==> src/design/brisc_pkg.sv <==
`default_nettype none

package brisc_pkg;

  //////////////////////////////
  // Data path widths.
  localparam int unsigned WORD_WIDTH       = 32;
  localparam int unsigned BYTE_WIDTH       = 8;
  localparam int unsigned STRB_WIDTH       = WORD_WIDTH / BYTE_WIDTH;
  localparam int unsigned AXI_ADDR_WIDTH   = 32;
  localparam int unsigned ADDRESS_WIDTH    = 10;  // Byte address actually decoded.
  localparam logic [1:0]  RESP_OKAY        = 2'b00;

  //////////////////////////////
  // Cache and memory geometry.
  localparam int unsigned CACHE_LINE_WIDTH = 128;
  localparam int unsigned WORDS_PER_LINE   = CACHE_LINE_WIDTH / WORD_WIDTH;
  localparam int unsigned CACHE_SETS       = 4;
  localparam int unsigned INDEX_WIDTH      = $clog2(CACHE_SETS);
  localparam int unsigned WORD_SEL_WIDTH   = $clog2(WORDS_PER_LINE);
  localparam int unsigned BYTE_SEL_WIDTH   = $clog2(STRB_WIDTH);
  localparam int unsigned TAG_WIDTH        =
      ADDRESS_WIDTH - INDEX_WIDTH - WORD_SEL_WIDTH - BYTE_SEL_WIDTH;
  localparam int unsigned LINE_ADDR_WIDTH  = TAG_WIDTH + INDEX_WIDTH;
  localparam int unsigned MEM_LINES        = 2 ** LINE_ADDR_WIDTH;
  localparam int unsigned MEM_RESP_DELAY   = 6;  // One way, in cycles.
  localparam int unsigned DELAY_CNT_WIDTH  = $clog2(MEM_RESP_DELAY + 1);

  // Cache FSM encoding.
  localparam logic [2:0] ST_IDLE      = 3'd0;
  localparam logic [2:0] ST_LOOKUP    = 3'd1;
  localparam logic [2:0] ST_EVICT     = 3'd2;
  localparam logic [2:0] ST_FILL_WAIT = 3'd3;
  localparam logic [2:0] ST_RESPOND   = 3'd4;

  typedef struct packed {
    logic [TAG_WIDTH-1:0]      tag;
    logic [INDEX_WIDTH-1:0]    index;
    logic [WORD_SEL_WIDTH-1:0] word;
    logic [BYTE_SEL_WIDTH-1:0] byte_off;
  } addr_fields_t;

  // Raw on the bus side, split into fields inside the cache.
  typedef union packed {
    logic [ADDRESS_WIDTH-1:0] raw;
    addr_fields_t             fields;
  } addr_u;

endpackage

`default_nettype wire
==> src/design/axil_resp_side.sv <==
`timescale 1ns/1ps
`default_nettype none

module axil_resp_side
  import brisc_pkg::*;
(
  input  logic                  clk,
  input  logic                  rst_n,
  input  logic                  resp_valid,
  input  logic                  resp_write,
  input  logic [WORD_WIDTH-1:0] resp_rdata,
  output logic                  resp_ready,
  output logic                  bvalid,
  output logic [1:0]            bresp,
  input  logic                  bready,
  output logic                  rvalid,
  output logic [WORD_WIDTH-1:0] rdata,
  output logic [1:0]            rresp,
  input  logic                  rready,
  output logic                  resp_done
);

  logic full;      // Holding register occupied.
  logic is_write;

  assign resp_ready = ~full;
  assign bvalid     = full & is_write;
  assign rvalid     = full & ~is_write;
  assign bresp      = RESP_OKAY;
  assign rresp      = RESP_OKAY;
  assign resp_done  = (bvalid & bready) | (rvalid & rready);

  always_ff @(posedge clk) begin
    if (!rst_n) begin
      full <= 1'b0;
    end else if (resp_valid && resp_ready) begin
      full <= 1'b1;
    end else if (resp_done) begin
      full <= 1'b0;
    end
  end

  // Held until the master takes it.
  always_ff @(posedge clk) begin
    if (resp_valid && resp_ready) begin
      is_write <= resp_write;
      rdata    <= resp_rdata;
    end
  end

endmodule

`default_nettype wire

==> config.mk <==
export PLATFORM = sky130hd
export DESIGN_NAME = axil_resp_side
export DESIGN_NICKNAME = d
export VERILOG_FILES = /design/src/design/brisc_pkg.sv /design/src/design/axil_resp_side.sv
export SDC_FILE = /design/constraint.sdc
export NUM_CORES = 1
export LEC_CHECK = 0
export ABC_AREA = 1
export BUFFER_PORTS_ARGS = -buffer_cell sky130_fd_sc_hd__buf_4
export CORE_MARGIN = 5
export CORE_UTILIZATION = 41
export CTS_BUF_LIST = sky130_fd_sc_hd__clkbuf_4 sky130_fd_sc_hd__clkbuf_8
export CTS_CLUSTER_DIAMETER = 60
export DETAILED_ROUTE_END_ITERATION = 8
export PLACE_DENSITY = 0.8
export SYNTH_ARGS = -nofsm -noshare
export SYNTH_HDL_FRONTEND = slang
export SYNTH_SLANG_ARGS = --single-unit
==> constraint.sdc <==
create_clock -name clk -period 1.7 [get_ports clk]
set_input_delay 0.085 -clock clk [delete_from_list [all_inputs] [get_ports clk]]
set_output_delay 0.085 -clock clk [all_outputs]
set_load 0.02 [all_outputs]
Word-level counts from Yosys, hierarchy flattened
Index checks and enable logic that the tools add are counted.
{"block": "op_classes", "order_cmp": 0, "n_shift": 0, "bitwise": 7, "n_reduce_logical": 2, "muxes": 2, "n_addsub": 0, "n_eq_ne": 0, "n_mul": 0, "div_mod_pow": 0}
{"cell": "$and A1 B1 Y1", "count": 4}
{"cell": "$mux W1", "count": 2}
{"cell": "$not A1 Y1", "count": 2}
{"cell": "$reduce_bool A2 Y1", "count": 1}
{"cell": "$logic_and A1 B1 Y1", "count": 1}
{"cell": "$or A1 B1 Y1", "count": 1}
{"block": "totals", "word_cells": 14, "latch_bits": 0, "romBits": 0, "input_bits": 38, "out_inout_bits": 40, "mem_count": 0, "ram_bits": 0, "regBits": 34}

Longest topological paths before layout
{"block": "logic_depth", "depth_word": 6, "ltp_mapped": 4, "ltp_nobuf": 4}

Worst setup path before layout
No wires, ideal clock.
{"block": "synth_timing", "path_type": "reg2reg", "start": "register full", "end": "register is_write (enable)", "setup_time_ns": 0.388, "required_time_ns": 1.312, "setup_slack_ns": 0.016, "synth_period_minus_slack_ns": 1.684, "path_buffers": 0, "t_arrival_ns": 1.296, "path_stages_with_launch": 4, "path_cell_list": "dfxtp_1 -> inv_1 -> nand2_1 -> inv_1"}
{"block": "synth_via", "elab_chain_len": 2}
{"item": "from (decl)", "line": "axil_resp_side.sv:23", "source": "logic full;"}
{"item": "from (signal assigned)", "line": "axil_resp_side.sv:35", "source": "full <= 1'b0;"}
{"item": "from (signal assigned)", "line": "axil_resp_side.sv:37", "source": "full <= 1'b1;"}
{"item": "from (signal assigned)", "line": "axil_resp_side.sv:39", "source": "full <= 1'b0;"}
{"item": "$not A1 Y1", "line": "axil_resp_side.sv:26", "source": "assign resp_ready = ~full;"}
{"item": "net resp_ready", "line": "axil_resp_side.sv:12", "source": "output logic resp_ready,"}
{"item": "$logic_and A1 B1 Y1", "line": "axil_resp_side.sv:45", "source": "if (resp_valid && resp_ready) begin"}
{"item": "to (signal assigned)", "line": "axil_resp_side.sv:46", "source": "is_write <= resp_write;"}
{"item": "to (decl)", "line": "axil_resp_side.sv:24", "source": "logic is_write;"}
The timed path passes the listed nets, and every way through them passes these cells.
A chain may end at the register's enable or synchronous reset.

Final worst setup path
{"block": "layout_timing", "start": "register is_write", "end": "output resp_done"}
{"block": "layout_via", "elab_chain_len": 4, "word_cells_on_any_way": 6, "classes_between": "bitwise (6)"}
{"item": "$not A1 Y1", "line": "axil_resp_side.sv:28", "source": "assign rvalid = full & ~is_write;"}
{"item": "$and A1 B1 Y1", "line": "axil_resp_side.sv:28"}
{"item": "$and A1 B1 Y1", "line": "axil_resp_side.sv:31", "source": "assign resp_done = (bvalid & bready) | (rvalid & rready);"}
{"item": "$or A1 B1 Y1 *", "line": "axil_resp_side.sv:31"}
{"item": "to (decl)", "line": "axil_resp_side.sv:20", "source": "output logic resp_done"}
Mark *: on every way between the ends. The rest lies on a longest branch, timed or not.

==> results_dict.tcl <==
set metrics [dict create \
    status "finished, final reports clean" \
    crit_family "flip-flops" \
    syn_to_final_growth_pct 88.59 \
    ios 78 \
    synth.distinct_cells 11 \
    path_cells "nand3_1 -> nand2_1 -> buf_4" \
    overflow 0 \
    syn_inst 52 \
    hold_slack_ns 0.05287 \
    clockPowerShare_pct 24.2 \
    antenna_found_initial 0 \
    hold_viol_final 0 \
    ys_seq_area_share_pct 91.30 \
    final_cell_mix "buf_4 (73), dlygate4sd3_1 (34), edfxtp_1 (33)" \
    rr_worst_depth 4 \
    ys_ff_latch 34 \
    drc 0 \
    num_antenna_cells 0 \
    grt_pass1_wl_mm 4.802 \
    holdBufCountCts 34 \
    hp-class "in2reg" \
    end_kind "output port" \
    arrival_ns 1.15 \
    wl_per_cell_um 16.26 \
    dr_total_vias 884 \
    rsz0062_at_grt "false" \
    ant_nets 0 \
    clk_pin_slew_ns 0.10 \
    clock-skew-final_ns 0.01180 \
    ctsHtreeMaxLevel 2 \
    fin_crit_ns 1.232 \
    required_ns 1.62 \
    coreArea_sq_um 2522 \
    p_sw_share_pct 24.62 \
    synth_area_sq_um 1107 \
    drtIter0Drc 27 \
    numClockSinks 34 \
    viasPerCell 4.487 \
    rr_startpoint "full" \
    post-cts-setup-buffers 0 \
    post_cts_resize_count 0 \
    critPathKind "reg2out" \
    pwr-share-comb_pct 19.1 \
    tritoncts "done" \
    setup_ws_ns 0.4684 \
    cts-root-buf "clkbuf_4" \
    clk_latency_ns 0.33 \
    die_x_um 61.97 \
    final_common_cell "buf_4" \
    min-delay-start "resp_valid" \
    first_pass_iters 4 \
    place_ws_ns 0.5496 \
    p_seq_share_pct 56.7 \
    p_leak_nw 0.9203 \
    die_area_sq_um 3840 \
    whs_endpoint "full" \
    finalSetupTns_ns 0 \
    cts_buffer_depth 2 \
    finalSetupViolations 0 \
    reg2reg_slack_ns 0.54 \
    utilization_pct 82.79 \
    cts_buffers 5 \
    holdPathStages 3 \
    post-dp-hpwl_mm 1.807 \
    powerDensity_nw_per_um2 847.3 \
    path_buf_inv 1 \
    internal-power_w 0.001334 \
    die_h_um 61.97 \
    nNetsFinal 204 \
    critical-path-max-stage-delay_ns 0.46 \
    cp_max_fo 4 \
    syn_avg_cell_area_sq_um 21.29 \
    r2r_end "rdata[10]" \
    slew_viol_final 0 \
    grt_start_max_net_pins 34 \
    gp_congestion 0.6597 \
    cp_slowest_cell "edfxtp_1" \
    max-vdd-ir-drop_uv 723.9 \
    yosysWarnings 0 \
    start_kind "flop" \
    maxCapViolCount 0 \
    max_freq_mhz 812.0 \
    grt_pass1_vias 961 \
    start_util_pct 43.90 \
    finalInstanceArea_sq_um 2088 \
    place_area_sq_um 1694 \
    p_sw_w 0.0004357 \
    drive_gt1_share_pct 50.30 \
    row_count 18 \
    grt_usage_pct 18.99 \
    finalCritPeriodShare_pct 72.45 \
    wirelength_mm 3.203 \
    io_buffers 73 \
]
[sequential cells by signal (all words and copies together) (netlist names)]
| name | count |
|---|---|
| rdata | 32 |
| full | 1 |
| is_write | 1 |
[cells by family after synthesis]
family                 count (synthesis)  synth area share [%]
AO/OA/AOI/OAI                          1                0.7911
buffers and inverters                  9                 4.406
flip-flops                            34                 91.30
other                                  1                0.3387
AND/OR/NAND/NOR                        7                 3.164
[cell type report]
class / count / area [sq um]
inverters: 5 / 18.77
well taps: 30 / 37.54
multi-input cells: 12 / 58.81
clock inverters: 2 / 8.758
flip-flops and latches: 34 / 1011
fillers: 122 / 434.2
repair buffers: 108 / 908.4
clock buffers: 6 / 45.04
[cells in the mapped netlist]
library cell,count,share of area [%]
nor2_1,1,0.34
nand2_1,3,1.0
conb_1,1,0.34
nand3_1,2,0.90
buf_4,4,2.7
inv_2,1,0.34
dfxtp_1,1,1.8
a21oi_2,1,0.79
inv_1,4,1.4
nand3_2,1,0.90
edfxtp_1,33,89
[through the flow]
| stage | total power [W] | instances |
|---|---|---|
| finish | 0.001769 | 197 |
| floorplan | 0.001134 | 55 |
| CTS | 0.001755 | 197 |
| detailed placement | 0.001291 | 155 |
| global route | 0.001857 | 197 |
| global placement | 0.001283 | 155 |
[how the worst max path moves through the flow]
stage | startpoint | endpoint | slack, ns | depth (start not counted)
CTS | is_write | resp_done | 0.48 | 3
finish | is_write | resp_done | 0.47 | 3
global route | is_write | resp_done | 0.35 | 3
floorplan | full | is_write | 0.02 | 3
detailed placement | full | rdata[13] | 0.55 | 4
global placement | full | rdata[13] | 0.59 | 4
[per-layer routing]
metal / up-vias / global-route usage, % / wire [um]
li1: 408 / - / -
met2: 57 / 31.36 / 1643
met1: 416 / 19.43 / 1070
met3: 3 / 13.02 / 475
met5: - / 0 / 0
met4: 0 / 5.455 / 14
[power groups by stage]
| stage | logic [W] | registers [W] | clock network, W |
|---|---|---|---|
| finish | 0.000338 | 0.00100 | 0.000428 |
| detailed placement | 0.000271 | 0.00102 | 0 |
| global placement | 0.000266 | 0.00102 | 0 |
| global route | 0.000359 | 0.00101 | 0.000488 |
| CTS | 0.000333 | 0.00100 | 0.000422 |
| floorplan | 0.0000515 | 0.00108 | 0 |
[tightest hold or removal path: stages]
cell and delay, ns:
buf_4 0.11, nand2_1 0.09, a21oi_2 0.06
Power figures use the tool's default switching activity.
