`src/design/brisc_pkg.sv`:
```
`default_nettype none

package brisc_pkg;

  //////////////////////////////
  // Data path widths.
  localparam int unsigned WORD_WIDTH       = 32;
  localparam int unsigned BYTE_WIDTH       = 8;
  localparam int unsigned STRB_WIDTH       = WORD_WIDTH / BYTE_WIDTH;
  localparam int unsigned AXI_ADDR_WIDTH   = 32;
  localparam int unsigned ADDRESS_WIDTH    = 10;  // Byte address actually decoded.
  localparam logic [1:0]  RESP_OKAY        = 2'b00;

  //////////////////////////////
  // Cache and memory geometry.
  localparam int unsigned CACHE_LINE_WIDTH = 128;
  localparam int unsigned WORDS_PER_LINE   = CACHE_LINE_WIDTH / WORD_WIDTH;
  localparam int unsigned CACHE_SETS       = 4;
  localparam int unsigned INDEX_WIDTH      = $clog2(CACHE_SETS);
  localparam int unsigned WORD_SEL_WIDTH   = $clog2(WORDS_PER_LINE);
  localparam int unsigned BYTE_SEL_WIDTH   = $clog2(STRB_WIDTH);
  localparam int unsigned TAG_WIDTH        =
      ADDRESS_WIDTH - INDEX_WIDTH - WORD_SEL_WIDTH - BYTE_SEL_WIDTH;
  localparam int unsigned LINE_ADDR_WIDTH  = TAG_WIDTH + INDEX_WIDTH;
  localparam int unsigned MEM_LINES        = 2 ** LINE_ADDR_WIDTH;
  localparam int unsigned MEM_RESP_DELAY   = 6;  // One way, in cycles.
  localparam int unsigned DELAY_CNT_WIDTH  = $clog2(MEM_RESP_DELAY + 1);

  // Cache FSM encoding.
  localparam logic [2:0] ST_IDLE      = 3'd0;
  localparam logic [2:0] ST_LOOKUP    = 3'd1;
  localparam logic [2:0] ST_EVICT     = 3'd2;
  localparam logic [2:0] ST_FILL_WAIT = 3'd3;
  localparam logic [2:0] ST_RESPOND   = 3'd4;

  typedef struct packed {
    logic [TAG_WIDTH-1:0]      tag;
    logic [INDEX_WIDTH-1:0]    index;
    logic [WORD_SEL_WIDTH-1:0] word;
    logic [BYTE_SEL_WIDTH-1:0] byte_off;
  } addr_fields_t;

  // Raw on the bus side, split into fields inside the cache.
  typedef union packed {
    logic [ADDRESS_WIDTH-1:0] raw;
    addr_fields_t             fields;
  } addr_u;

endpackage

`default_nettype wire
```
`src/design/axil_req_slave.sv`:
```
`timescale 1ns/1ps
`default_nettype none

module axil_req_slave
  import brisc_pkg::*;
(
  input  logic                      clk,
  input  logic                      rst_n,
  input  logic [AXI_ADDR_WIDTH-1:0] awaddr,
  input  logic                      awvalid,
  output logic                      awready,
  input  logic [WORD_WIDTH-1:0]     wdata,
  input  logic [STRB_WIDTH-1:0]     wstrb,
  input  logic                      wvalid,
  output logic                      wready,
  input  logic [AXI_ADDR_WIDTH-1:0] araddr,
  input  logic                      arvalid,
  output logic                      arready,
  output logic                      req_valid,
  output logic                      req_write,
  output addr_u                     req_addr,
  output logic [WORD_WIDTH-1:0]     req_wdata,
  output logic [STRB_WIDTH-1:0]     req_wstrb,
  input  logic                      req_ready,
  input  logic                      resp_done
);

  logic busy;      // One transaction in flight.
  logic aw_held;   // AW taken, W still missing.
  logic w_held;    // W taken, AW still missing.
  logic aw_take;
  logic w_take;
  logic ar_take;
  logic write_go;

  assign awready = ~busy & ~aw_held;
  assign wready  = ~busy & ~w_held;
  // Any write activity blocks the read channel.
  assign arready = ~busy & ~aw_held & ~w_held & ~awvalid & ~wvalid;

  assign aw_take  = awvalid & awready;
  assign w_take   = wvalid & wready;
  assign ar_take  = arvalid & arready;
  assign write_go = (aw_held | aw_take) & (w_held | w_take);

  always_ff @(posedge clk) begin
    if (!rst_n) begin
      busy      <= 1'b0;
      aw_held   <= 1'b0;
      w_held    <= 1'b0;
      req_valid <= 1'b0;
    end else begin
      aw_held <= (aw_held | aw_take) & ~write_go;
      w_held  <= (w_held | w_take) & ~write_go;
      if (write_go || ar_take) begin
        busy      <= 1'b1;
        req_valid <= 1'b1;
      end else begin
        if (req_valid && req_ready) begin
          req_valid <= 1'b0;  // Cache has it.
        end
        if (resp_done) begin
          busy <= 1'b0;
        end
      end
    end
  end

  always_ff @(posedge clk) begin
    if (aw_take) begin
      req_addr.raw <= awaddr[ADDRESS_WIDTH-1:0];
    end else if (ar_take) begin
      req_addr.raw <= araddr[ADDRESS_WIDTH-1:0];
    end
    if (w_take) begin
      req_wdata <= wdata;
      req_wstrb <= wstrb;
    end
    if (write_go) begin
      req_write <= 1'b1;
    end else if (ar_take) begin
      req_write <= 1'b0;
    end
  end

endmodule

`default_nettype wire

```
`config.mk`:
```
export PLATFORM = sky130hd
export DESIGN_NAME = axil_req_slave
export DESIGN_NICKNAME = d
export VERILOG_FILES = /design/src/design/brisc_pkg.sv /design/src/design/axil_req_slave.sv
export SDC_FILE = /design/constraint.sdc
export NUM_CORES = 1
export LEC_CHECK = 0
export ABC_CLOCK_PERIOD_IN_PS = 3700
export BUFFER_PORTS_ARGS = -buffer_cell sky130_fd_sc_hd__buf_2
export CAP_MARGIN = 40
export CORE_MARGIN = 1
export CORE_UTILIZATION = 30
export CTS_CLUSTER_DIAMETER = 200
export DETAILED_ROUTE_END_ITERATION = 12
export MAX_ROUTING_LAYER = met4
export PLACE_DENSITY = 0.66
export SETUP_SLACK_MARGIN = 0.2
export SLEW_MARGIN = 20
export SYNTH_ARGS = -nofsm -noshare
export SYNTH_HDL_FRONTEND = slang
export SYNTH_SLANG_ARGS = --single-unit
```
`constraint.sdc`:
```
create_clock -name clk -period 3.7 [get_ports clk]
set_input_delay 0.74 -clock clk [delete_from_list [all_inputs] [get_ports clk]]
set_output_delay 0.74 -clock clk [all_outputs]
set_load 0.05 [all_outputs]
```
After elaboration in Yosys (flattened, before gate mapping) --
Index checks and enable logic that the tools add are counted.
Word-level totals: bits of input ports 107, output and inout port bits 51, bits in latches 0, memories 0, bits in writable memories 0, word-level logic and storage cells 38, register bits after elaboration 51, bits in read-only memories 0
Operators by class: bitwise gates (word level) 19, divide/modulo/power cells 0, magnitude comparators 0, muxes and demuxes 6, equal/unequal tests 0, reduce and logical (&&, ||, !) cells 5, $add $sub $neg 0, multipliers 0, shift-type cells 0
Operators with widths (number):
- $mux W10 | 2
- $and A1 B1 Y1 | 11
- $not A1 Y1 | 6
- $reduce_bool A2 Y1 | 3
- $mux W1 | 4
- $or A1 B1 Y1 | 2
- $logic_and A1 B1 Y1 | 1
- $logic_or A1 B1 Y1 | 1

Logic depth before layout (Yosys ltp) --
Gate-level depths: netlist of the first run.
depth in word-level cells 8, mapped depth 4, depth with buffers taken out 3

Worst setup path before layout of the first run --
OpenSTA, ideal clock, no wires.
kind reg2out, from register aw_held, to output arready, slack 0.201 ns, cell stages (with the launch flop) 3, buffers on the path 0, data required time 2.960 ns, arrival 2.759 ns, cell sequence dfxtp_1 nor2_1 nor4b_1
On the way: word-level cells in the longest chain between the ends 5
RTL lines:
- start, declared | RTL line axil_req_slave.sv:29 | logic aw_held;
- start signal, assigned | RTL line axil_req_slave.sv:53 | aw_held <= (aw_held | aw_take) & ~write_go;
- $not A1 Y1
- $and A1 B1 Y1
- net awready | RTL line axil_req_slave.sv:11 | output logic awready,
- $and A1 B1 Y1 (3 in series) | RTL line axil_req_slave.sv:39 | assign arready = ~busy & ~aw_held & ~w_held & ~awvalid & ~wvalid;
- end, declared | RTL line axil_req_slave.sv:18 | output logic arready,
The timed path passes the listed nets, and every way through them passes these cells.

Final worst setup path of the first run --
from input wvalid, to output arready
On the way: word-level cells in the longest chain between the ends 2
RTL lines:
- start, declared | RTL line axil_req_slave.sv:14 | input logic wvalid,
- $not A1 Y1 | RTL line axil_req_slave.sv:39
- $and A1 B1 Y1 | RTL line axil_req_slave.sv:39
Every way passes these cells.

==> results.toml, run 1 <==
[run_status]
outcome = "finished clean"

[grt]
grtUsageTotal_pct = 10.5
grt_antenna_before_repair = 0
overflow = 0
grt_max_degree = 37
grt_pass1_vias = 1031
grt_pass1_wl_mm = 4.76

[cells_and_area]
fillers = 556
final_common_cell = "buf_2"
drive_gt1_share_pct = 63.9
finish.utilization_pct = 43.5
antennaDiodeCount = 0
nets = 314
final_cell_mix = "113 x buf_2, 46 x edfxtp_1, 9 x mux2_4, 5 x dfxtp_1, 5 x clkbuf_8"
area_growth_pct = 40.4

[floorplan]
core-area_mm2 = 0.00589
die_area_mm2 = 0.00639
die_w_um = 80.0
num_rows = 28
die_h_um = 80.0
initial_core_util_pct = 31.0
io_pins = 158

[placement]
place_hpwl_mm = 2.62
portBuffers = 113
globalplace.congestion = 0.793

[worst_setup_path]
cp-start-kind = "primary input"
critPathKind = "primary input to output pin"
cp_data_required_time_ns = 2.96
cp-end-kind = "output pin"
worst_ep_arrival_time_ns = 1.49
critPathMaxFanout = 5

[clocking]
clk_path_buf_depth = 2
cts_tree = "done"
cts_resized = 0
clkLatencyLatePin_ns = 0.29
clk_pin_slew_worst_paths_ns = 0.09
cts-root-buf = "clkbuf_8"
cts_buffers = 5
clkSinkCount = 51
htree_levels = 2
holdBufCountCts = 0
post_cts_buffers = 0

[power]
sequentialPowerShare_pct = 52.5
p_int_w = 0.000912
p_comb_share_pct = 24.6
cellPowerDensity_mw_per_mm2 = 527
swShare_pct = 32.4
leakage_nw = 1.12
switchingPower_w = 0.000437
vdd_drop_max_mv = 0.189
power_frac_clock_pct = 22.8

[routing]
route.detailed.drc = 0
viasPerCell = 4.16
first_pass_iters = 4
drt_iter0_drc = 33
finalWirelength_mm = 3.41
wl_per_cell_um = 12.1
dr_total_vias = 1176
ant_nets = 0

[synthesis]
syn_inst = 87
synth-seq-cells = 51
yosys.area.top_type = "edfxtp_1"
synth_nets = 194
ys_types = 24
ys_warn_count = 0
synth-seq-area-share_pct = 81.3
netlist_area_mm2 = 0.00182
yosys.area.top_type_share_pct = 75.8
yosys-top-cells-area = "edfxtp_1 76%, mux2_4 7.4%, dfxtp_1 5.5%"
syn_avg_cell_area_um2 = 21.0

[sta]
slew_violations = 0
fin_tns_setup_ns = 0
rsz0062_at_grt = "false"
clock_skew_ns = 0.00684
min_period_ns = 2.23
period_share_pct = 60.1
clock.fmax_mhz = 449
max-slew-margin-rel_pct = 71.7
finalSetupViolations = 0
hold_viol_final = 0
worst_pin_slew_ns = 0.423

[hold_path]
holdCritPathClass = "register to register"

[run]
cap_violations = 0
==> power groups by stage <==
| stage | sequential [W] | clock, W | combinational [W] |
|---|---|---|---|
| 6_report | 0.000709 | 0.000308 | 0.000332 |
| 5_1_grt | 0.000714 | 0.000349 | 0.000350 |
| 4_1_cts | 0.000709 | 0.000327 | 0.000337 |
| 3_5_place_dp | 0.000722 | 0 | 0.000337 |
| 3_3_place_gp | 0.000721 | 0 | 0.000333 |
| 2_1_floorplan | 0.000889 | 0 | 0.0000825 |
==> metal layers <==
metal	share of wire (%)	GRT usage, %	up-vias
met1	42	11.5	521
met3	10	3.89	5
met4	1.7	4.29	0
met2	46	17.3	72
met5	0	-	-
li1	-	-	578
==> logic make-up (layout without fill, tap and decap cells) <==
group                  after synthesis  in the layout  synth area share (%)
buffers and inverters                3            124                  1.51
DFF                                 51             51                  81.3
and+or+nand+nor                     12             12                  5.08
muxes                               10             10                  8.03
AOI/OAI and AO/OA                   11             11                  4.12
==> per-stage QoR <==
stage	worst slack, ns	instance area [um^2]	power [W]	hold slack (ns)	instances
6_report	1.47	2560	0.00135	0.492	283
5_1_grt	1.43	2560	0.00141	0.522	283
4_1_cts	1.51	2560	0.00137	0.502	283
3_5_place_dp	1.43	2470	0.00106	0.480	275
3_3_place_gp	1.45	2470	0.00105	0.470	275
2_1_floorplan	0.201	1820	0.000972	0.551	87
==> Yosys cell counts <==
cell,count
a211o_1,1
a21o_1,1
a21oi_1,2
a2bb2oi_1,1
a31oi_1,2
and2_1,1
buf_12,1
dfxtp_1,5
edfxtp_1,46
inv_1,2
mux2_1,1
mux2_4,9
nand2_1,2
nand2b_1,1
nor2_1,2
nor2b_4,2
nor4_1,1
nor4b_1,1
nor4b_2,1
o211a_1,1
o21a_1,1
o21ai_0,1
o21ai_1,1
or2b_1,1
==> worst max-delay path, stage by stage <==
cell,delay (ns)
buf_2,0.13
nor4b_1,0.29
buf_2,0.32
==> state kept, by name (all words and copies together) (netlist names) <==
signal / count
aw_held: 1
busy: 1
req_addr: 10
req_valid: 1
req_wdata: 32
req_write: 1
req_wstrb: 4
w_held: 1
==> path summary, 6_finish.rpt <==
| check | startpoint | endpoint | slack [ns] | cells after the start |
|---|---|---|---|---|
| worst min register to register | req_valid$_SDFFE_PN0P_ | req_valid$_SDFFE_PN0P_ | 0.49 | 2 |
| worst max-delay path | wvalid | arready | 1.47 | 3 |
| worst max register to register | busy$_SDFFE_PN0P_ | req_addr[9]$_DFFE_PP_ | 2.00 | 3 |
| worst min-delay path | req_valid$_SDFFE_PN0P_ | req_valid$_SDFFE_PN0P_ | 0.49 | 2 |
==> area by class of cell <==
type	instances	area [um^2]	area share, %
Sequential cell	51	1480	57.9
Timing Repair Buffer	114	573	22.4
Multi-Input combinational cell	33	314	12.3
Tap cell	75	93.8	3.67
Clock buffer	5	68.8	2.69
Clock inverter	3	20.0	0.782
Inverter	2	7.51	0.293
Note: power is estimated with default switching activity, not from simulation.
==> run 2, diff against run 1 <==
--- a/config.mk
+++ b/config.mk
@@ -5,7 +5,7 @@
 export SDC_FILE = /design/constraint.sdc
 export NUM_CORES = 1
 export LEC_CHECK = 0
-export ABC_CLOCK_PERIOD_IN_PS = 3700
+export ABC_CLOCK_PERIOD_IN_PS = 1900
 export BUFFER_PORTS_ARGS = -buffer_cell sky130_fd_sc_hd__buf_2
 export CAP_MARGIN = 40
 export CORE_MARGIN = 1
@@ -13,7 +13,7 @@
 export CTS_CLUSTER_DIAMETER = 200
 export DETAILED_ROUTE_END_ITERATION = 12
 export MAX_ROUTING_LAYER = met4
-export PLACE_DENSITY = 0.66
+export PLACE_DENSITY = 0.68
 export SETUP_SLACK_MARGIN = 0.2
 export SLEW_MARGIN = 20
 export SYNTH_ARGS = -nofsm -noshare
==> constraint.sdc (replaced) <==
create_clock -name clk -period 1.9 [get_ports clk]
set_input_delay 0.38 -clock clk [delete_from_list [all_inputs] [get_ports clk]]
set_output_delay 0.38 -clock clk [all_outputs]
set_load 0.05 [all_outputs]
==> run 2 against run 1 <==
Compared with the run above:
- non-clock buffer count up 1
- combinational power is 100% higher
- critical path type is now register to output pin
- power up 110%
- design area rose by 2.7%
- core utilization up 1.2 points
- critical endpoint unchanged
==> results.toml, run 2 (synthesis gave the netlist of run 1 again) <==
[grt]
grt_max_degree = 37
grtUsageTotal_pct = 12.1
overflow = 0
grt_pass1_wl_mm = 5.42
grt_antenna_before_repair = 0
grt_pass1_vias = 1115

[floorplan]
num_rows = 28
core-area_mm2 = 0.00589
die_area_mm2 = 0.00639
die_w_um = 80.0
die_h_um = 80.0
initial_core_util_pct = 31.0
io_pins = 158

[power]
vdd_drop_max_mv = 0.436
cellPowerDensity_mw_per_mm2 = 1060
p_total_w = 0.00278
leakage_nw = 1.15

[worst_setup_path]
critPathKind = "register to output pin"
cp-start-kind = "register"
critPathMaxFanout = 8
worstReg2RegStart = "aw_held$_SDFF_PN0_"
r2r_slack_ns = 0.48
worst_ep_arrival_time_ns = 1.21
cp_data_required_time_ns = 1.52
cp-end-kind = "output pin"
critPathLaunch = "aw_held$_SDFF_PN0_"
reg2reg_depth = 3

[cells_and_area]
regMostFlops = "req_wdata"
area_growth_pct = 44.2
antennaDiodeCount = 0
final_common_cell = "buf_2"
largest_register_ffs = 32
design_area_mm2 = 0.00263
instances_no_fill = 283
nets = 315
largestRegisters = "req_wdata: 32 flops, req_addr: 10 flops, req_wstrb: 4 flops"
drive_gt1_share_pct = 67.3
final_cell_mix = "112 x buf_2, 46 x edfxtp_1, 9 x mux2_4, 5 x clkbuf_8, 3 x dfxtp_1"

[sta]
finalSetupViolations = 0
clock.fmax_mhz = 630
max-slew-margin-rel_pct = 69.3
min_period_ns = 1.59
worst_pin_slew_ns = 0.461
slew_violations = 0
period_share_pct = 83.5
rsz0062_at_grt = "false"
hold_ws_ns = 0.255
hold_viol_final = 0
clock_skew_ns = 0.00312
fin_tns_setup_ns = 0

[hold_path]
holdCritStartpoint = "wdata[14]"
holdCritPathClass = "primary input to register"
holdPathStages = 1

[clocking]
post_cts_buffers = 0
clk_pin_slew_worst_paths_ns = 0.09
cts_buffers = 5
clkLatencyLatePin_ns = 0.29
cts-root-buf = "clkbuf_8"
clk_path_buf_depth = 2
cts_tree = "done"
clkSinkCount = 51
htree_levels = 2

[placement]
place_inst = 276
globalplace.congestion = 0.812
portBuffers = 113
dpl_cell_area_mm2 = 0.00252
place_hpwl_mm = 2.92

[routing]
viasPerCell = 4.33
dr_total_vias = 1224
route.detailed.drc = 0
drt_iter0_drc = 50
first_pass_iters = 4
wl_per_cell_um = 13.2
finalWirelength_mm = 3.75
ant_nets = 0

[run]
cap_violations = 0

[run_status]
outcome = "finished clean"
-- run 2: cell type report --
type                    instances  area (um^2)
clock buffers                   5         68.8
clock inverters                 2         37.5
fillers                       548         3260
inverters                       2         7.51
multi-input cells              33          342
flip-flops and latches         51         1480
well taps                      75         93.8
repair buffers                115          596
-- run 2: worst paths after layout --
path / endpoint
min: req_wdata[14]$_DFFE_PP_
max reg2reg: req_addr[9]$_DFFE_PP_
min reg2reg: req_write$_SDFFE_PP1P_
max: arready
-- run 2: report_power, final --
part | leakage, nW | switching, W | internal, W
combinational | 0.621 | 0.000482 | 0.000190
sequential | 0.482 | 0.0000379 | 0.00135
clock | 0.0502 | 0.000334 | 0.000385
-- run 2: critical path, cell delays in order, from the launching register on --
cell and delay (ns):
dfxtp_2 0.39, nor2_4 0.12, nor4b_4 0.18, buf_4 0.23
-- run 2: metal layers --
metal | routed length, um | track usage (%) | up-vias | part of all wire, %
met2 | 1760 | 18.5 | 82 | 47
li1 | - | - | 580 | -
met4 | 72 | 5.89 | 0 | 1.9
met5 | 0 | - | - | 0
met3 | 420 | 5.03 | 6 | 11
met1 | 1500 | 13.7 | 556 | 40
-- run 2: repair_timing --
| item | 4_1_cts | 5_1_grt |
|---|---|---|
| hold buffers | 0 | 0 |
| resized for setup | 1 | 1 |
| setup endpoints to repair | 1 | 1 |
-- run 2: stage by stage --
stage | utilization [%] | setup slack [ns]
detailed placement | 42.8 | 0.242
global route | 44.7 | 0.221
CTS | 44.6 | 0.257
finish | 44.7 | 0.313
global placement | 42.8 | 0.265
floorplan | - | 0.164
