<file path="src/design/brisc_pkg.sv">
`default_nettype none

package brisc_pkg;

  //////////////////////////////
  // Data path widths.
  localparam int unsigned WORD_WIDTH       = 32;
  localparam int unsigned BYTE_WIDTH       = 8;
  localparam int unsigned STRB_WIDTH       = WORD_WIDTH / BYTE_WIDTH;
  localparam int unsigned AXI_ADDR_WIDTH   = 32;
  localparam int unsigned ADDRESS_WIDTH    = 10;  // Byte address actually decoded.
  localparam logic [1:0]  RESP_OKAY        = 2'b00;

  //////////////////////////////
  // Cache and memory geometry.
  localparam int unsigned CACHE_LINE_WIDTH = 128;
  localparam int unsigned WORDS_PER_LINE   = CACHE_LINE_WIDTH / WORD_WIDTH;
  localparam int unsigned CACHE_SETS       = 4;
  localparam int unsigned INDEX_WIDTH      = $clog2(CACHE_SETS);
  localparam int unsigned WORD_SEL_WIDTH   = $clog2(WORDS_PER_LINE);
  localparam int unsigned BYTE_SEL_WIDTH   = $clog2(STRB_WIDTH);
  localparam int unsigned TAG_WIDTH        =
      ADDRESS_WIDTH - INDEX_WIDTH - WORD_SEL_WIDTH - BYTE_SEL_WIDTH;
  localparam int unsigned LINE_ADDR_WIDTH  = TAG_WIDTH + INDEX_WIDTH;
  localparam int unsigned MEM_LINES        = 2 ** LINE_ADDR_WIDTH;
  localparam int unsigned MEM_RESP_DELAY   = 6;  // One way, in cycles.
  localparam int unsigned DELAY_CNT_WIDTH  = $clog2(MEM_RESP_DELAY + 1);

  // Cache FSM encoding.
  localparam logic [2:0] ST_IDLE      = 3'd0;
  localparam logic [2:0] ST_LOOKUP    = 3'd1;
  localparam logic [2:0] ST_EVICT     = 3'd2;
  localparam logic [2:0] ST_FILL_WAIT = 3'd3;
  localparam logic [2:0] ST_RESPOND   = 3'd4;

  typedef struct packed {
    logic [TAG_WIDTH-1:0]      tag;
    logic [INDEX_WIDTH-1:0]    index;
    logic [WORD_SEL_WIDTH-1:0] word;
    logic [BYTE_SEL_WIDTH-1:0] byte_off;
  } addr_fields_t;

  // Raw on the bus side, split into fields inside the cache.
  typedef union packed {
    logic [ADDRESS_WIDTH-1:0] raw;
    addr_fields_t             fields;
  } addr_u;

endpackage

`default_nettype wire
</file>
<file path="src/design/line_cache.sv">
`timescale 1ns/1ps
`default_nettype none

module line_cache
  import brisc_pkg::*;
(
  input  logic                        clk,
  input  logic                        rst_n,
  input  logic                        req_valid,
  input  logic                        req_write,
  input  addr_u                       req_addr,
  input  logic [WORD_WIDTH-1:0]       req_wdata,
  input  logic [STRB_WIDTH-1:0]       req_wstrb,
  output logic                        req_ready,
  output logic                        resp_valid,
  output logic                        resp_write,
  output logic [WORD_WIDTH-1:0]       resp_rdata,
  input  logic                        resp_ready,
  output logic                        mem_req,
  output logic                        mem_store,
  output logic [LINE_ADDR_WIDTH-1:0]  mem_line,
  output logic [CACHE_LINE_WIDTH-1:0] mem_evict_data,
  input  logic                        fill,
  input  logic [LINE_ADDR_WIDTH-1:0]  fill_line,
  input  logic [CACHE_LINE_WIDTH-1:0] fill_data
);

  logic [2:0]                  state;
  logic [DELAY_CNT_WIDTH-1:0]  wait_cnt;
  logic [CACHE_SETS-1:0]       valid;
  logic [CACHE_SETS-1:0]       dirty;
  logic [TAG_WIDTH-1:0]        tags  [CACHE_SETS];
  logic [CACHE_LINE_WIDTH-1:0] lines [CACHE_SETS];

  logic                        cur_write;
  addr_u                       cur_addr;
  logic [WORD_WIDTH-1:0]       cur_wdata;
  logic [STRB_WIDTH-1:0]       cur_wstrb;

  logic [INDEX_WIDTH-1:0]      set_idx;
  logic [TAG_WIDTH-1:0]        cur_tag;
  logic                        hit;
  logic                        evict;
  logic                        fill_match;
  logic [WORD_WIDTH-1:0]       old_word;
  logic [WORD_WIDTH-1:0]       new_word;

  assign set_idx    = cur_addr.fields.index;
  assign cur_tag    = cur_addr.fields.tag;
  assign hit        = valid[set_idx] && (tags[set_idx] == cur_tag);
  assign evict      = valid[set_idx] && dirty[set_idx] && !hit;
  assign fill_match = fill && (fill_line == {cur_tag, set_idx});
  assign old_word   = lines[set_idx][cur_addr.fields.word*WORD_WIDTH +: WORD_WIDTH];

  // Byte merge for writes.
  always_comb begin
    new_word = old_word;
    for (int b = 0; b < STRB_WIDTH; b++) begin
      if (cur_wstrb[b]) begin
        new_word[b*BYTE_WIDTH +: BYTE_WIDTH] = cur_wdata[b*BYTE_WIDTH +: BYTE_WIDTH];
      end
    end
  end

  assign req_ready      = (state == ST_IDLE);
  assign resp_valid     = (state == ST_RESPOND);
  assign resp_write     = cur_write;
  assign mem_req        = (state == ST_LOOKUP) && !hit;
  assign mem_store      = mem_req && evict;  // Victim goes out first.
  assign mem_line       = mem_store ? {tags[set_idx], set_idx} : {cur_tag, set_idx};
  assign mem_evict_data = lines[set_idx];

  //////////////////////////////
  // Control state.
  always_ff @(posedge clk) begin
    if (!rst_n) begin
      state    <= ST_IDLE;
      wait_cnt <= '0;
      valid    <= '0;
      dirty    <= '0;
    end else begin
      case (state)
        ST_IDLE: begin
          if (req_valid) begin
            state <= ST_LOOKUP;
          end
        end
        ST_LOOKUP: begin
          if (hit) begin
            if (cur_write) begin
              dirty[set_idx] <= 1'b1;
            end
            state <= ST_RESPOND;
          end else if (evict) begin
            dirty[set_idx] <= 1'b0;  // Line is clean once stored.
            wait_cnt       <= DELAY_CNT_WIDTH'(MEM_RESP_DELAY - 1);
            state          <= ST_EVICT;
          end else begin
            state <= ST_FILL_WAIT;
          end
        end
        ST_EVICT: begin
          // Let the victim land before the refill goes out.
          if (wait_cnt == '0) begin
            state <= ST_LOOKUP;
          end else begin
            wait_cnt <= wait_cnt - 1'b1;
          end
        end
        ST_FILL_WAIT: begin
          if (fill_match) begin
            valid[set_idx] <= 1'b1;
            dirty[set_idx] <= 1'b0;
            state          <= ST_LOOKUP;  // Replays as a hit.
          end
        end
        ST_RESPOND: begin
          if (resp_ready) begin
            state <= ST_IDLE;
          end
        end
        default: state <= ST_IDLE;
      endcase
    end
  end

  //////////////////////////////
  // Request, tag and line storage.
  always_ff @(posedge clk) begin
    if (state == ST_IDLE && req_valid) begin
      cur_write <= req_write;
      cur_addr  <= req_addr;
      cur_wdata <= req_wdata;
      cur_wstrb <= req_wstrb;
    end
    if (state == ST_LOOKUP && hit) begin
      resp_rdata <= old_word;
      if (cur_write) begin
        lines[set_idx][cur_addr.fields.word*WORD_WIDTH +: WORD_WIDTH] <= new_word;
      end
    end
    if (state == ST_FILL_WAIT && fill_match) begin
      lines[set_idx] <= fill_data;
      tags[set_idx]  <= cur_tag;
    end
  end

endmodule

`default_nettype wire

</file>
<file path="config.mk">
export PLATFORM = sky130hd
export DESIGN_NAME = line_cache
export DESIGN_NICKNAME = d
export VERILOG_FILES = /design/src/design/brisc_pkg.sv /design/src/design/line_cache.sv
export SDC_FILE = /design/constraint.sdc
export NUM_CORES = 1
export LEC_CHECK = 0
export ABC_CLOCK_PERIOD_IN_PS = 9450
export BUFFER_PORTS_ARGS = -buffer_cell sky130_fd_sc_hd__buf_4
export CAP_MARGIN = 15
export CORE_MARGIN = 10
export CORE_UTILIZATION = 26
export CTS_CLUSTER_SIZE = 8
export DETAILED_ROUTE_END_ITERATION = 8
export PLACE_DENSITY = 0.49
export SKIP_LAST_GASP = 1
export SLEW_MARGIN = 20
export SYNTH_ARGS = -nofsm -noshare
export SYNTH_HDL_FRONTEND = slang
export SYNTH_SLANG_ARGS = --single-unit
</file>
<file path="constraint.sdc">
create_clock -name clk -period 9.45 [get_ports clk]
set_input_delay 0 -clock clk [delete_from_list [all_inputs] [get_ports clk]]
set_output_delay 0 -clock clk [all_outputs]
set_load 0.05 [all_outputs]
</file>
; After elaboration in Yosys (flattened, before gate mapping)
; Memories as Yosys holds them, arrays and structs flattened. A register that Yosys moved wholly into a read port is not among the register bits.
; Cells that the tools add are included.
[word_totals]
regBits = 93
ramBits = 528
inputBits = 186
out_inout_bits = 171
mem_count = 2
[op_classes]
addsub = 2
order_cmp = 2
eq_ne = 15
shift = 3
n_mux = 162
n_bitwise = 132
n_reduce_logical = 19
[memory_table]
columns = name, words, word_bits, rd, rd_ports_with_merged_regs, wr, line_no
row1 = lines, 4, 128, 1, 1, 1, line_cache.sv:33  ; logic [CACHE_LINE_WIDTH-1:0] lines [CACHE_SETS];
row2 = tags, 4, 4, 1, 1, 1, line_cache.sv:32  ; logic [TAG_WIDTH-1:0] tags [CACHE_SETS];
[ops]
columns = operator, count
row1 = $mux W1, 136
row2 = $mux W128, 1
row3 = $or A1 B1 Y1, 128
row4 = $shift A32 B34 Y128 const A, 1
row5 = $shiftx A128 B8 Y32, 1
row6 = $shiftx A32 B34 Y128, 1
row7 = $neg A7 Y34, 1
row8 = $mux W8, 4
row9 = $mux W3, 8
row10 = $mux W4, 4
row11 = $pmux W3 S5, 1
row12 = $ne A2 B2 Y1 const B, 6
row13 = $reduce_and A4 Y1, 3
row14 = $logic_and A1 B1 Y1, 10
row15 = $or A4 B4 Y4, 2
row16 = $pmux W4 S2, 1
row17 = $eq A3 B2 Y1 const B, 2
row18 = $eq A6 B6 Y1, 1
row19 = $logic_not A3 Y1, 2
row20 = $mux W6, 1
row21 = $ne A3 B3 Y1 const B, 2
row22 = $pmux W3 S2, 1
row23 = $and A4 B4 Y4, 1
row24 = $bmux W1 S2, 2
row25 = 13 further kinds, 15

; Logic depth before layout (Yosys ltp)
; Gate-level depths: netlist of run 1.
[logic_depth]
ltp_word = 9
depth_mapped = 10
depth_no_buf = 7

; Least setup slack after synthesis of run 1
; OpenSTA, ideal clock, no wires.
[synth_timing]
kind = register to register
startpoint = register (tool-made name)
endpoint = register resp_rdata[0] (enable)
setup_time_ps = 505
t_arrival_ps = 4505
t_required_ps = 8945
path_slack_ps = 4440
stages_incl_launch_ff = 6
cell_sequence = dfxtp_1 > buf_6 > mux4_2 > xnor2_1 > nand3_2 > nor4_1
[synth_lines]
columns = item, line_no
row1 = "end signal, assigned", line_cache.sv:137  ; resp_rdata <= old_word;
row2 = "end, declared", line_cache.sv:17  ; output logic [WORD_WIDTH-1:0] resp_rdata,

==> results of run 1 <==
[cells in the final DEF, fill, tap and decap left out, types with 14 or more instances in the layout]
master	n
sky130_fd_sc_hd__mux4_2	166
sky130_fd_sc_hd__clkbuf_16	89
sky130_fd_sc_hd__edfxtp_1	605
sky130_fd_sc_hd__mux2i_4	32
sky130_fd_sc_hd__dlygate4sd3_1	176
sky130_fd_sc_hd__buf_4	383
sky130_fd_sc_hd__o21ai_1	128
sky130_fd_sc_hd__nor2_4	16
sky130_fd_sc_hd__dfxtp_1	14
sky130_fd_sc_hd__nand2_1	138
sky130_fd_sc_hd__clkbuf_1	20
[flip-flops by register name, indices dropped and copies added (netlist names), named ones only]
register,cells
cur_wstrb,4
resp_write,1
tags,16
wait_cnt,3
valid,4
cur_wdata,32
resp_rdata,32
state,3
cur_addr,8
lines,512
[synthesized netlist by cell type, types with 3 or more instances]
library cell / instances / area share [%]
sky130_fd_sc_hd__mux4_2: 166 / 15
sky130_fd_sc_hd__clkbuf_1: 34 / 0.50
sky130_fd_sc_hd__ha_1: 6 / 0.30
sky130_fd_sc_hd__xnor2_1: 8 / 0.28
sky130_fd_sc_hd__xor2_1: 3 / 0.10
sky130_fd_sc_hd__mux2_2: 6 / 0.27
sky130_fd_sc_hd__mux2i_1: 4 / 0.16
sky130_fd_sc_hd__nand2_1: 138 / 2.0
sky130_fd_sc_hd__a41oi_1: 4 / 0.14
sky130_fd_sc_hd__edfxtp_1: 605 / 72
sky130_fd_sc_hd__buf_1: 12 / 0.18
sky130_fd_sc_hd__o21a_1: 5 / 0.15
sky130_fd_sc_hd__nor4_1: 3 / 0.074
sky130_fd_sc_hd__nand4_1: 7 / 0.17
sky130_fd_sc_hd__nand2b_1: 3 / 0.074
sky130_fd_sc_hd__dfxtp_1: 16 / 1.3
sky130_fd_sc_hd__mux2i_4: 32 / 2.8
sky130_fd_sc_hd__buf_6: 15 / 0.67
sky130_fd_sc_hd__o21ai_0: 3 / 0.059
sky130_fd_sc_hd__inv_1: 9 / 0.13
sky130_fd_sc_hd__nor2_1: 27 / 0.40
sky130_fd_sc_hd__o21ai_1: 128 / 2.5
sky130_fd_sc_hd__buf_2: 13 / 0.26
[cell type report]
type	instances	area share, %
Timing Repair Buffer	562	13.91
Clock buffer	109	6.816
Multi-Input combinational cell	569	19.20
Tap cell	1276	4.727
Antenna cell	2	0.01482
Clock inverter	11	0.4519
Sequential cell	621	54.76
Inverter	11	0.1222
[per-layer routing]
metal  GRT usage (%)  part of all wire [%]  vias to the layer above
li1                -                     -                     6337
met1           18.34                    43                     7772
met2           24.12                    50                      500
met3           2.757                   5.3                      100
met4           3.754                   1.6                        0
met5               0                     0                        -
[timing repair]
item                                    4_1_cts  5_1_grt
endpoints found under the setup margin        0        0
hold endpoints to repair                    573        0
hold buffers                                176        0
buffers inserted                              0        0
[critical path, cell delays in order (launching register included)]
cell and delay, ns:
sky130_fd_sc_hd__dfxtp_4 0.74, sky130_fd_sc_hd__mux4_2 0.63, sky130_fd_sc_hd__xnor2_1 0.20, sky130_fd_sc_hd__nand3_2 0.21, sky130_fd_sc_hd__nor2_1 0.49, sky130_fd_sc_hd__a41oi_1 0.50, sky130_fd_sc_hd__nor2_4 0.79, sky130_fd_sc_hd__buf_4 0.54
[cell families (layout without fill, tap and decap cells)]
logic type | Yosys count | count (layout)
fa+ha+maj | 6 | 6
buf+inv | 87 | 693
mux | 208 | 208
simple gates | 196 | 196
flops | 621 | 621
xor+xnor | 11 | 11
compound gates | 148 | 148
other cells | 0 | 2
[final timing paths]
kind,startpoint,end,slack [ns],depth (start not counted)
max,flip-flop,lines[2][104],4.93,7
min,req_addr[2],cur_addr[2],0.07,2
max reg2reg,flip-flop,lines[2][104],4.93,7
min reg2reg,valid[0],valid[0],0.46,1
[stage by stage]
stage	instances	cell area (sq um)	worst slack [ns]	hold WS, ns
2_1_floorplan	1277	25300	4.440	0.09887
3_3_place_gp	2860	29490	4.558	0.1786
3_5_place_dp	2861	29510	4.488	0.1795
4_1_cts	3157	33720	4.451	0.01877
5_1_grt	3159	33770	4.661	0.03611
6_report	3161	33780	4.932	0.06640
[power by group]
group	internal, mW	switching, mW
clock	1.70	1.15
sequential	3.06	0.0314
combinational	0.364	0.553
total	5.12	1.73
==> run metrics, run 1 <==
run status completed; count of distinct cell types in the synthesized netlist 43; Antenna Violating Nets Remaining 0; wire length of the first global-routing pass 114900 um; die boundary width 331.9 um; endpoint type of the worst setup path flip-flop; count of filler cells inserted in the layout 9042; share of flip-flops with an asynchronous set or reset after synthesis 0%; unrepaired setup endpoints after global routing false; standard-cell rows 114; final setup TNS 0 ns; area overhead of the layout relative to synthesis 33.51%; sequential share of the synthesized area 73.08%; crit path max fanout 28; final routed wire length divided by cell count 25.15 um; mapped cell area 0.02530 sq mm; detailed placement HPWL 51250 um; slew at the pin with the worst max-slew slack 1.181 ns; number of detailed-routing iterations run before antenna repair 5; via count of the first global-routing pass 16.34k; post-synthesis mux area share 18.05%; Max IR drop VDD 0.1236 mV; leakage power 11.29 nW; Seq. cell area 0.01850 sq mm; count of input and output buffers 354; Remaining Overflow, GRT 0; flops & latches, synth 621; clock-pin transition on the worst setup and hold timing paths 0.05 ns; max capacitance violation total 0; footprint of the multi-input gates 0.006485 sq mm; highest achievable clock rate 0.2213 GHz; critical path arrival 4.80 ns; Nets 2046; combinational family with the most area after synthesis multiplexers; clk buf depth 3; aggregate routed wire length 79500 um; DR vias/cell 4.653; Clock Sink Count 621; Layout Utilization 34.98%; clock tree root driver cell sky130_fd_sc_hd__clkbuf_16; Vias 14.71k; initial detailed-routing violation count 1060; Core Area 0.09657 sq mm; maximum number of pins on one net before global-route repair 86; final cycle utilization of the critical path 47.81%; Total GRT Usage 14.19%; post-synthesis compound-gate area fraction 3.101%; IO Pins 357; # DRC 0; critical path class reg -> reg; Die Height 331.9 um; most common flop cell mapped by yosys sky130_fd_sc_hd__edfxtp_1; power density cells 202.7 mW/mm^2; final worst clock skew 0.01958 ns; class of the tightest hold or removal check in -> reg; final count of pins violating max slew 0; share of cells above drive strength 1 38.13%; post-synthesis share of cell area spent on xor and xnor gates 0.3808%; number of gates given a new drive strength after cts 0; CTS buffer count 89; final count of hold timing violations 0; Min Clock Period, post-route 4.518 ns; placer's final routability congestion estimate 0.7440; Post-synth EDFFs 605; Die Outline Area 0.1102 sq mm; number of instances in the synthesized netlist 1277; mean cell area of the mapped netlist 19.81 sq um; Critical Path RT 9.73 ns; # setup viols final 0; H-Tree Depth 3; post-synthesis share of cell area spent on full adders, half adders and majority gates 0.2967%; worst-skew pair later-pin latency 0.65 ns; TritonCTS clock tree built; Yosys warning total 0; Syn Nets 1469; simple logic cell fraction of the synthesized area 3.264%; antenna violations before repair 4; effective utilization at floorplan 26.20%; Max transition margin 21.25%; crit path launch type flip-flop; total power 6.847 mW
Power figures use the tool's default switching activity.
==> inputs of run 2 (changes only) <==
--- a/config.mk
+++ b/config.mk
@@ -5,14 +5,14 @@
 export SDC_FILE = /design/constraint.sdc
 export NUM_CORES = 1
 export LEC_CHECK = 0
-export ABC_CLOCK_PERIOD_IN_PS = 9450
+export ABC_CLOCK_PERIOD_IN_PS = 4100
 export BUFFER_PORTS_ARGS = -buffer_cell sky130_fd_sc_hd__buf_4
 export CAP_MARGIN = 15
 export CORE_MARGIN = 10
 export CORE_UTILIZATION = 26
 export CTS_CLUSTER_SIZE = 8
 export DETAILED_ROUTE_END_ITERATION = 8
-export PLACE_DENSITY = 0.49
+export PLACE_DENSITY = 0.51
 export SKIP_LAST_GASP = 1
 export SLEW_MARGIN = 20
 export SYNTH_ARGS = -nofsm -noshare
==> constraint.sdc (replaced) <==
create_clock -name clk -period 4.1 [get_ports clk]
set_input_delay 0 -clock clk [delete_from_list [all_inputs] [get_ports clk]]
set_output_delay 0 -clock clk [all_outputs]
set_load 0.05 [all_outputs]
==> run 2 against run 1 <==
Against the previous run: fmax increased by 32%; clock power increased by 130%; worst setup slack got worse by 4.2 ns; highest routed layer unchanged.
==> run metrics, run 2 (synthesis gave the netlist of run 1 again) <==
wire length of the first global-routing pass 114700 um; crit path max fanout 20; most common cell after layout, fill and taps aside sky130_fd_sc_hd__edfxtp_1; largest register by flop count lines; worst-skew pair later-pin latency 0.64 ns; number of detailed-routing iterations run before antenna repair 5; critical path class reg -> reg; Max IR drop VDD 0.3415 mV; area overhead of the layout relative to synthesis 34.21%; unrepaired setup endpoints after global routing false; met3 track demand over resource in global routing 3.589%; final routed wire length divided by cell count 25.33 um; placer's final routability congestion estimate 0.7603; clock tree root driver cell sky130_fd_sc_hd__clkbuf_16; Remaining Overflow, GRT 0; run status completed; Vias 14.73k; detailed placement HPWL 50100 um; max capacitance violation total 0; Min Clock Period, post-route 3.412 ns; Die Height 331.9 um; Antenna Violating Nets Remaining 0; final cycle utilization of the critical path 83.22%; Layout Utilization 35.16%; TritonCTS clock tree built; H-Tree Depth 3; final count of pins violating max slew 0; standard-cell rows 114; aggregate routed wire length 79960 um; die boundary width 331.9 um; final setup TNS 0 ns; endpoint type of the worst setup path flip-flop; effective utilization at floorplan 26.20%; highest achievable clock rate 0.2931 GHz; slack of the critical path 0.6878 ns; # setup viols final 0; class of the tightest hold or removal check in -> reg; Max transition margin 24.81%; Clock Sink Count 621; post-CTS setup buffer count 0; CTS buffer count 88; cell area after layout 0.03396 sq mm; worst setup slack before clock tree synthesis 0.6704 ns; clk buf depth 3; Nets 2049; antenna violations before repair 4; clock-pin transition on the worst setup and hold timing paths 0.05 ns; critical path arrival 3.67 ns; crit path launch type flip-flop; final worst clock skew 0.02194 ns; Total GRT Usage 14.24%; power density cells 462.5 mW/mm^2; highest-count cells in the layout ignoring fill and taps sky130_fd_sc_hd__edfxtp_1 (605), sky130_fd_sc_hd__buf_4 (368), sky130_fd_sc_hd__dlygate4sd3_1 (177); DR vias/cell 4.664; maximum number of pins on one net before global-route repair 129; leakage power 11.34 nW; IO Pins 357; Critical Path RT 4.36 ns; Die Outline Area 0.1102 sq mm; Placement Cell Area 0.02980 sq mm; share of cells above drive strength 1 38.09%; Core Area 0.09657 sq mm; flip-flop count of the largest register, all copies and words added 512; initial detailed-routing violation count 1242; global routing usage on met2 24.02%; final count of hold timing violations 0; count of input and output buffers 354; GRT Max-Usage Layer met2; total power 15.70 mW; largest registers ranked by flip-flop count lines: 512 flops, cur_wdata: 32 flops, resp_rdata: 32 flops; # DRC 0; slew at the pin with the worst max-slew slack 1.128 ns; via count of the first global-routing pass 16.25k; met1 routing resource usage after global routing 17.90%
-- run 2: stage by stage --
step / cells / hold WS (ns)
after floorplan: 1277 / 0.09887
after global placement: 2865 / 0.1788
after detailed placement: 2866 / 0.1795
after CTS: 3156 / 0.02161
after global routing: 3156 / 0.04771
final: 3157 / 0.07660
-- run 2: repair_timing --
| item | in CTS | in global routing |
|---|---|---|
| hold endpoints to repair | 573 | 0 |
| resized for setup | 0 | 0 |
| hold buffers | 177 | 0 |
-- run 2: path summary, 6_finish.rpt --
kind                        end  depth (start not counted)          start  slack [ns]
setup / recovery    lines[0][5]                          7      flip-flop        0.69
hold / removal    cur_wdata[26]                          2  req_wdata[26]        0.08
setup reg to reg    lines[0][5]                          7      flip-flop        0.69
hold reg to reg        valid[2]                          1       valid[2]        0.46
-- run 2: metal layers --
layer	wire (um)	share of wire [%]	vias up
met1	33300	42	7715
li1	-	-	6351
met5	0	0	-
met2	39460	49	556
met3	5570	7.0	103
met4	1629	2.0	0
-- run 2: power breakdown --
| group | internal (mW) | leakage (nW) | switching (mW) |
|---|---|---|---|
| Sequential | 7.04 | 5.69 | 0.0567 |
| Combinational | 0.847 | 4.49 | 1.29 |
| Clock | 3.87 | 1.16 | 2.60 |
-- run 2: cell type report --
type	instances	area, sq um
Multi-Input combinational cell	569	6494
Inverter	11	41.29
Tap cell	1276	1597
Clock buffer	104	2283
Antenna cell	1	2.502
Clock inverter	9	92.59
Sequential cell	621	18500
Timing Repair Buffer	566	4950
Fill cell	9036	62610
-- run 2: critical path, stage by stage (launching register included) --
cell and delay [ns]:
sky130_fd_sc_hd__dfxtp_4 0.40, sky130_fd_sc_hd__mux4_2 0.56, sky130_fd_sc_hd__xnor2_1 0.20, sky130_fd_sc_hd__nand3_2 0.20
sky130_fd_sc_hd__nor2_1 0.46, sky130_fd_sc_hd__a41oi_1 0.50, sky130_fd_sc_hd__nor2_4 0.23, sky130_fd_sc_hd__buf_4 0.44
==> inputs of run 3 (changes only) <==
--- a/config.mk
+++ b/config.mk
@@ -5,14 +5,14 @@
 export SDC_FILE = /design/constraint.sdc
 export NUM_CORES = 1
 export LEC_CHECK = 0
-export ABC_CLOCK_PERIOD_IN_PS = 4100
+export ABC_CLOCK_PERIOD_IN_PS = 3300
 export BUFFER_PORTS_ARGS = -buffer_cell sky130_fd_sc_hd__buf_4
 export CAP_MARGIN = 15
 export CORE_MARGIN = 10
 export CORE_UTILIZATION = 26
 export CTS_CLUSTER_SIZE = 8
 export DETAILED_ROUTE_END_ITERATION = 8
-export PLACE_DENSITY = 0.51
+export PLACE_DENSITY = 0.49
 export SKIP_LAST_GASP = 1
 export SLEW_MARGIN = 20
 export SYNTH_ARGS = -nofsm -noshare
==> constraint.sdc (replaced) <==
create_clock -name clk -period 3.3 [get_ports clk]
set_input_delay 0 -clock clk [delete_from_list [all_inputs] [get_ports clk]]
set_output_delay 0 -clock clk [all_outputs]
set_load 0.05 [all_outputs]
==> run 3 against run 2 <==
Against the previous run: utilization rose by 0.36 points; critical path type unchanged; via count grew 0.16%; final area up 1.0%; largest power group unchanged; combinational power up 27%; sequential power increased by 24%; register-to-register slack got worse by 0.54 ns; clock skew grew 0.0015 ns; clock power grew 27%; power up 26%; die area is the same; worst setup slack got worse by 0.54 ns; largest cell class unchanged.
==> run metrics, run 3 (synthesis gave the netlist of run 1 again) <==
Remaining Overflow, GRT 0; largest registers ranked by flip-flop count lines: 512 flops, cur_wdata: 32 flops, resp_rdata: 32 flops; power density cells 575.2 mW/mm^2; Max transition margin 36.20%; via count of the first global-routing pass 16.23k; standard-cell rows 114; highest achievable clock rate 0.3168 GHz; relative contribution of combinational cells to total power 13.8%; Clock Power Share 41.6%; Max IR drop VDD 0.3840 mV; TritonCTS clock tree built; worst-skew pair later-pin latency 0.65 ns; class of the tightest hold or removal check in -> reg; final count of hold timing violations 0; antenna violations before repair 4; Nets 2069; clk buf depth 3; final worst clock skew 0.02340 ns; critical path arrival 3.46 ns; final cycle utilization of the critical path 95.65%; flip-flop count of the largest register, all copies and words added 512; total power 19.73 mW; clock-pin transition on the worst setup and hold timing paths 0.05 ns; Critical Path RT 3.60 ns; DR vias/cell 4.639; max capacitance violation total 0; largest register by flop count lines; final count of pins violating max slew 0; wire length of the first global-routing pass 115800 um; Min Clock Period, post-route 3.156 ns; net load switching power 5.038 mW; number of antenna cells inserted 0; # setup viols final 0; Vias 14.75k; initial detailed-routing violation count 1161; number of detailed-routing iterations run before antenna repair 5; die boundary width 331.9 um; Die Outline Area 0.1102 sq mm; unrepaired setup endpoints after global routing true; clock tree root driver cell sky130_fd_sc_hd__clkbuf_16; Antenna Violating Nets Remaining 0; count of input and output buffers 354; crit path launch type flip-flop; run status completed; highest-count cells in the layout ignoring fill and taps sky130_fd_sc_hd__edfxtp_1 (605), sky130_fd_sc_hd__buf_4 (378), sky130_fd_sc_hd__dlygate4sd3_1 (176); endpoint type of the worst setup path flip-flop; detailed placement HPWL 54100 um; Layout Utilization 35.52%; Core Area 0.09657 sq mm; aggregate routed wire length 80950 um; slew at the pin with the worst max-slew slack 0.9445 ns; critical path class reg -> reg; # DRC 0; crit path max fanout 32; count of filler cells inserted in the layout 9012; Clock Sink Count 621; Die Height 331.9 um; placer's final routability congestion estimate 0.7555; area overhead of the layout relative to synthesis 35.57%; CTS buffer count 89; sequential group share of total power 44.6%; Total GRT Usage 14.37%; leakage power 11.50 nW; share of cells above drive strength 1 39.04%; IO Pins 357; internal power of the cells 14.69 mW; H-Tree Depth 3; switching share of power 25.54%; effective utilization at floorplan 26.20%; final routed wire length divided by cell count 25.46 um; maximum number of pins on one net before global-route repair 77; most common cell after layout, fill and taps aside sky130_fd_sc_hd__edfxtp_1
## run 3: cell types whose count changed in the layout (fill, tap and decap cells not counted), sizes merged
cell,delta
buf,+20
clkbuf,+2
clkinv,+1
diode,-1
clkinvlp,+1
dlygate4sd3,-1
## run 3: final timing paths
check,startpoint,to,slack (ns),depth (start not counted)
min,req_addr[6],cur_addr[6],0.06,2
max reg2reg,flip-flop,lines[2][64],0.14,7
max,flip-flop,lines[2][64],0.14,7
min reg2reg,valid[0],valid[0],0.46,1
## run 3: cell type report
class,instances,area (sq um),area share [%]
timing repair buffer,585,5220,15.22
sequential,621,18500,53.92
clock inverter,11,141.4,0.4122
multi-input combinational,569,6504,18.96
tap,1276,1597,4.655
inverter,11,41.29,0.1204
clock buffer,106,2301,6.709
## run 3: metal layers
| layer | vias to the layer above | part of all wire [%] | GRT usage [%] |
|---|---|---|---|
| met5 | - | 0.028 | 0 |
| met4 | 4 | 2.4 | 4.371 |
| met3 | 111 | 5.8 | 3.240 |
| met2 | 497 | 49 | 24.03 |
| met1 | 7740 | 43 | 18.40 |
| li1 | 6396 | - | - |
## run 3: power groups by stage
stage               clock, mW  sequential [mW]  combinational (mW)
floorplan                   0             8.92                1.67
global placement            0             8.95                2.57
detailed placement          0             8.96                2.59
CTS                      8.44             8.80                2.77
global route             8.76             8.80                2.86
finish                   8.20             8.81                2.72
## run 3: worst max-delay path, stage by stage, from the launching register on
cell and delay [ns]:
sky130_fd_sc_hd__dfxtp_4 0.44, sky130_fd_sc_hd__mux4_2 0.55, sky130_fd_sc_hd__xnor2_1 0.20, sky130_fd_sc_hd__nand3_2 0.19, sky130_fd_sc_hd__nor2_2 0.38, sky130_fd_sc_hd__a41oi_1 0.47, sky130_fd_sc_hd__nor2_4 0.26, sky130_fd_sc_hd__buf_12 0.28
## run 3: stage by stage
step	hold WS, ns	std cells	setup slack (ns)	area, sq um	TNS (ns)
floorplan	0.09887	1277	-0.3232	25320	-162.63
CTS	0.01380	3178	0.07789	34290	0
detailed placement	0.1795	2885	-0.07688	30080	-6.219
global placement	0.1780	2885	-0.1047	30080	-10.89
global route	0.04397	3179	-0.05572	34300	-4.010
finish	0.06475	3179	0.1436	34300	0
## run 3: repair_timing
| action | in CTS | in global routing |
|---|---|---|
| endpoints found under the setup margin | 307 | 208 |
| gates resized for setup | 2 | 0 |
| endpoints found under the hold margin | 573 | 0 |
| hold buffers | 176 | 0 |
| pin swaps | 0 | 1 |
| buffers inserted | 0 | 1 |
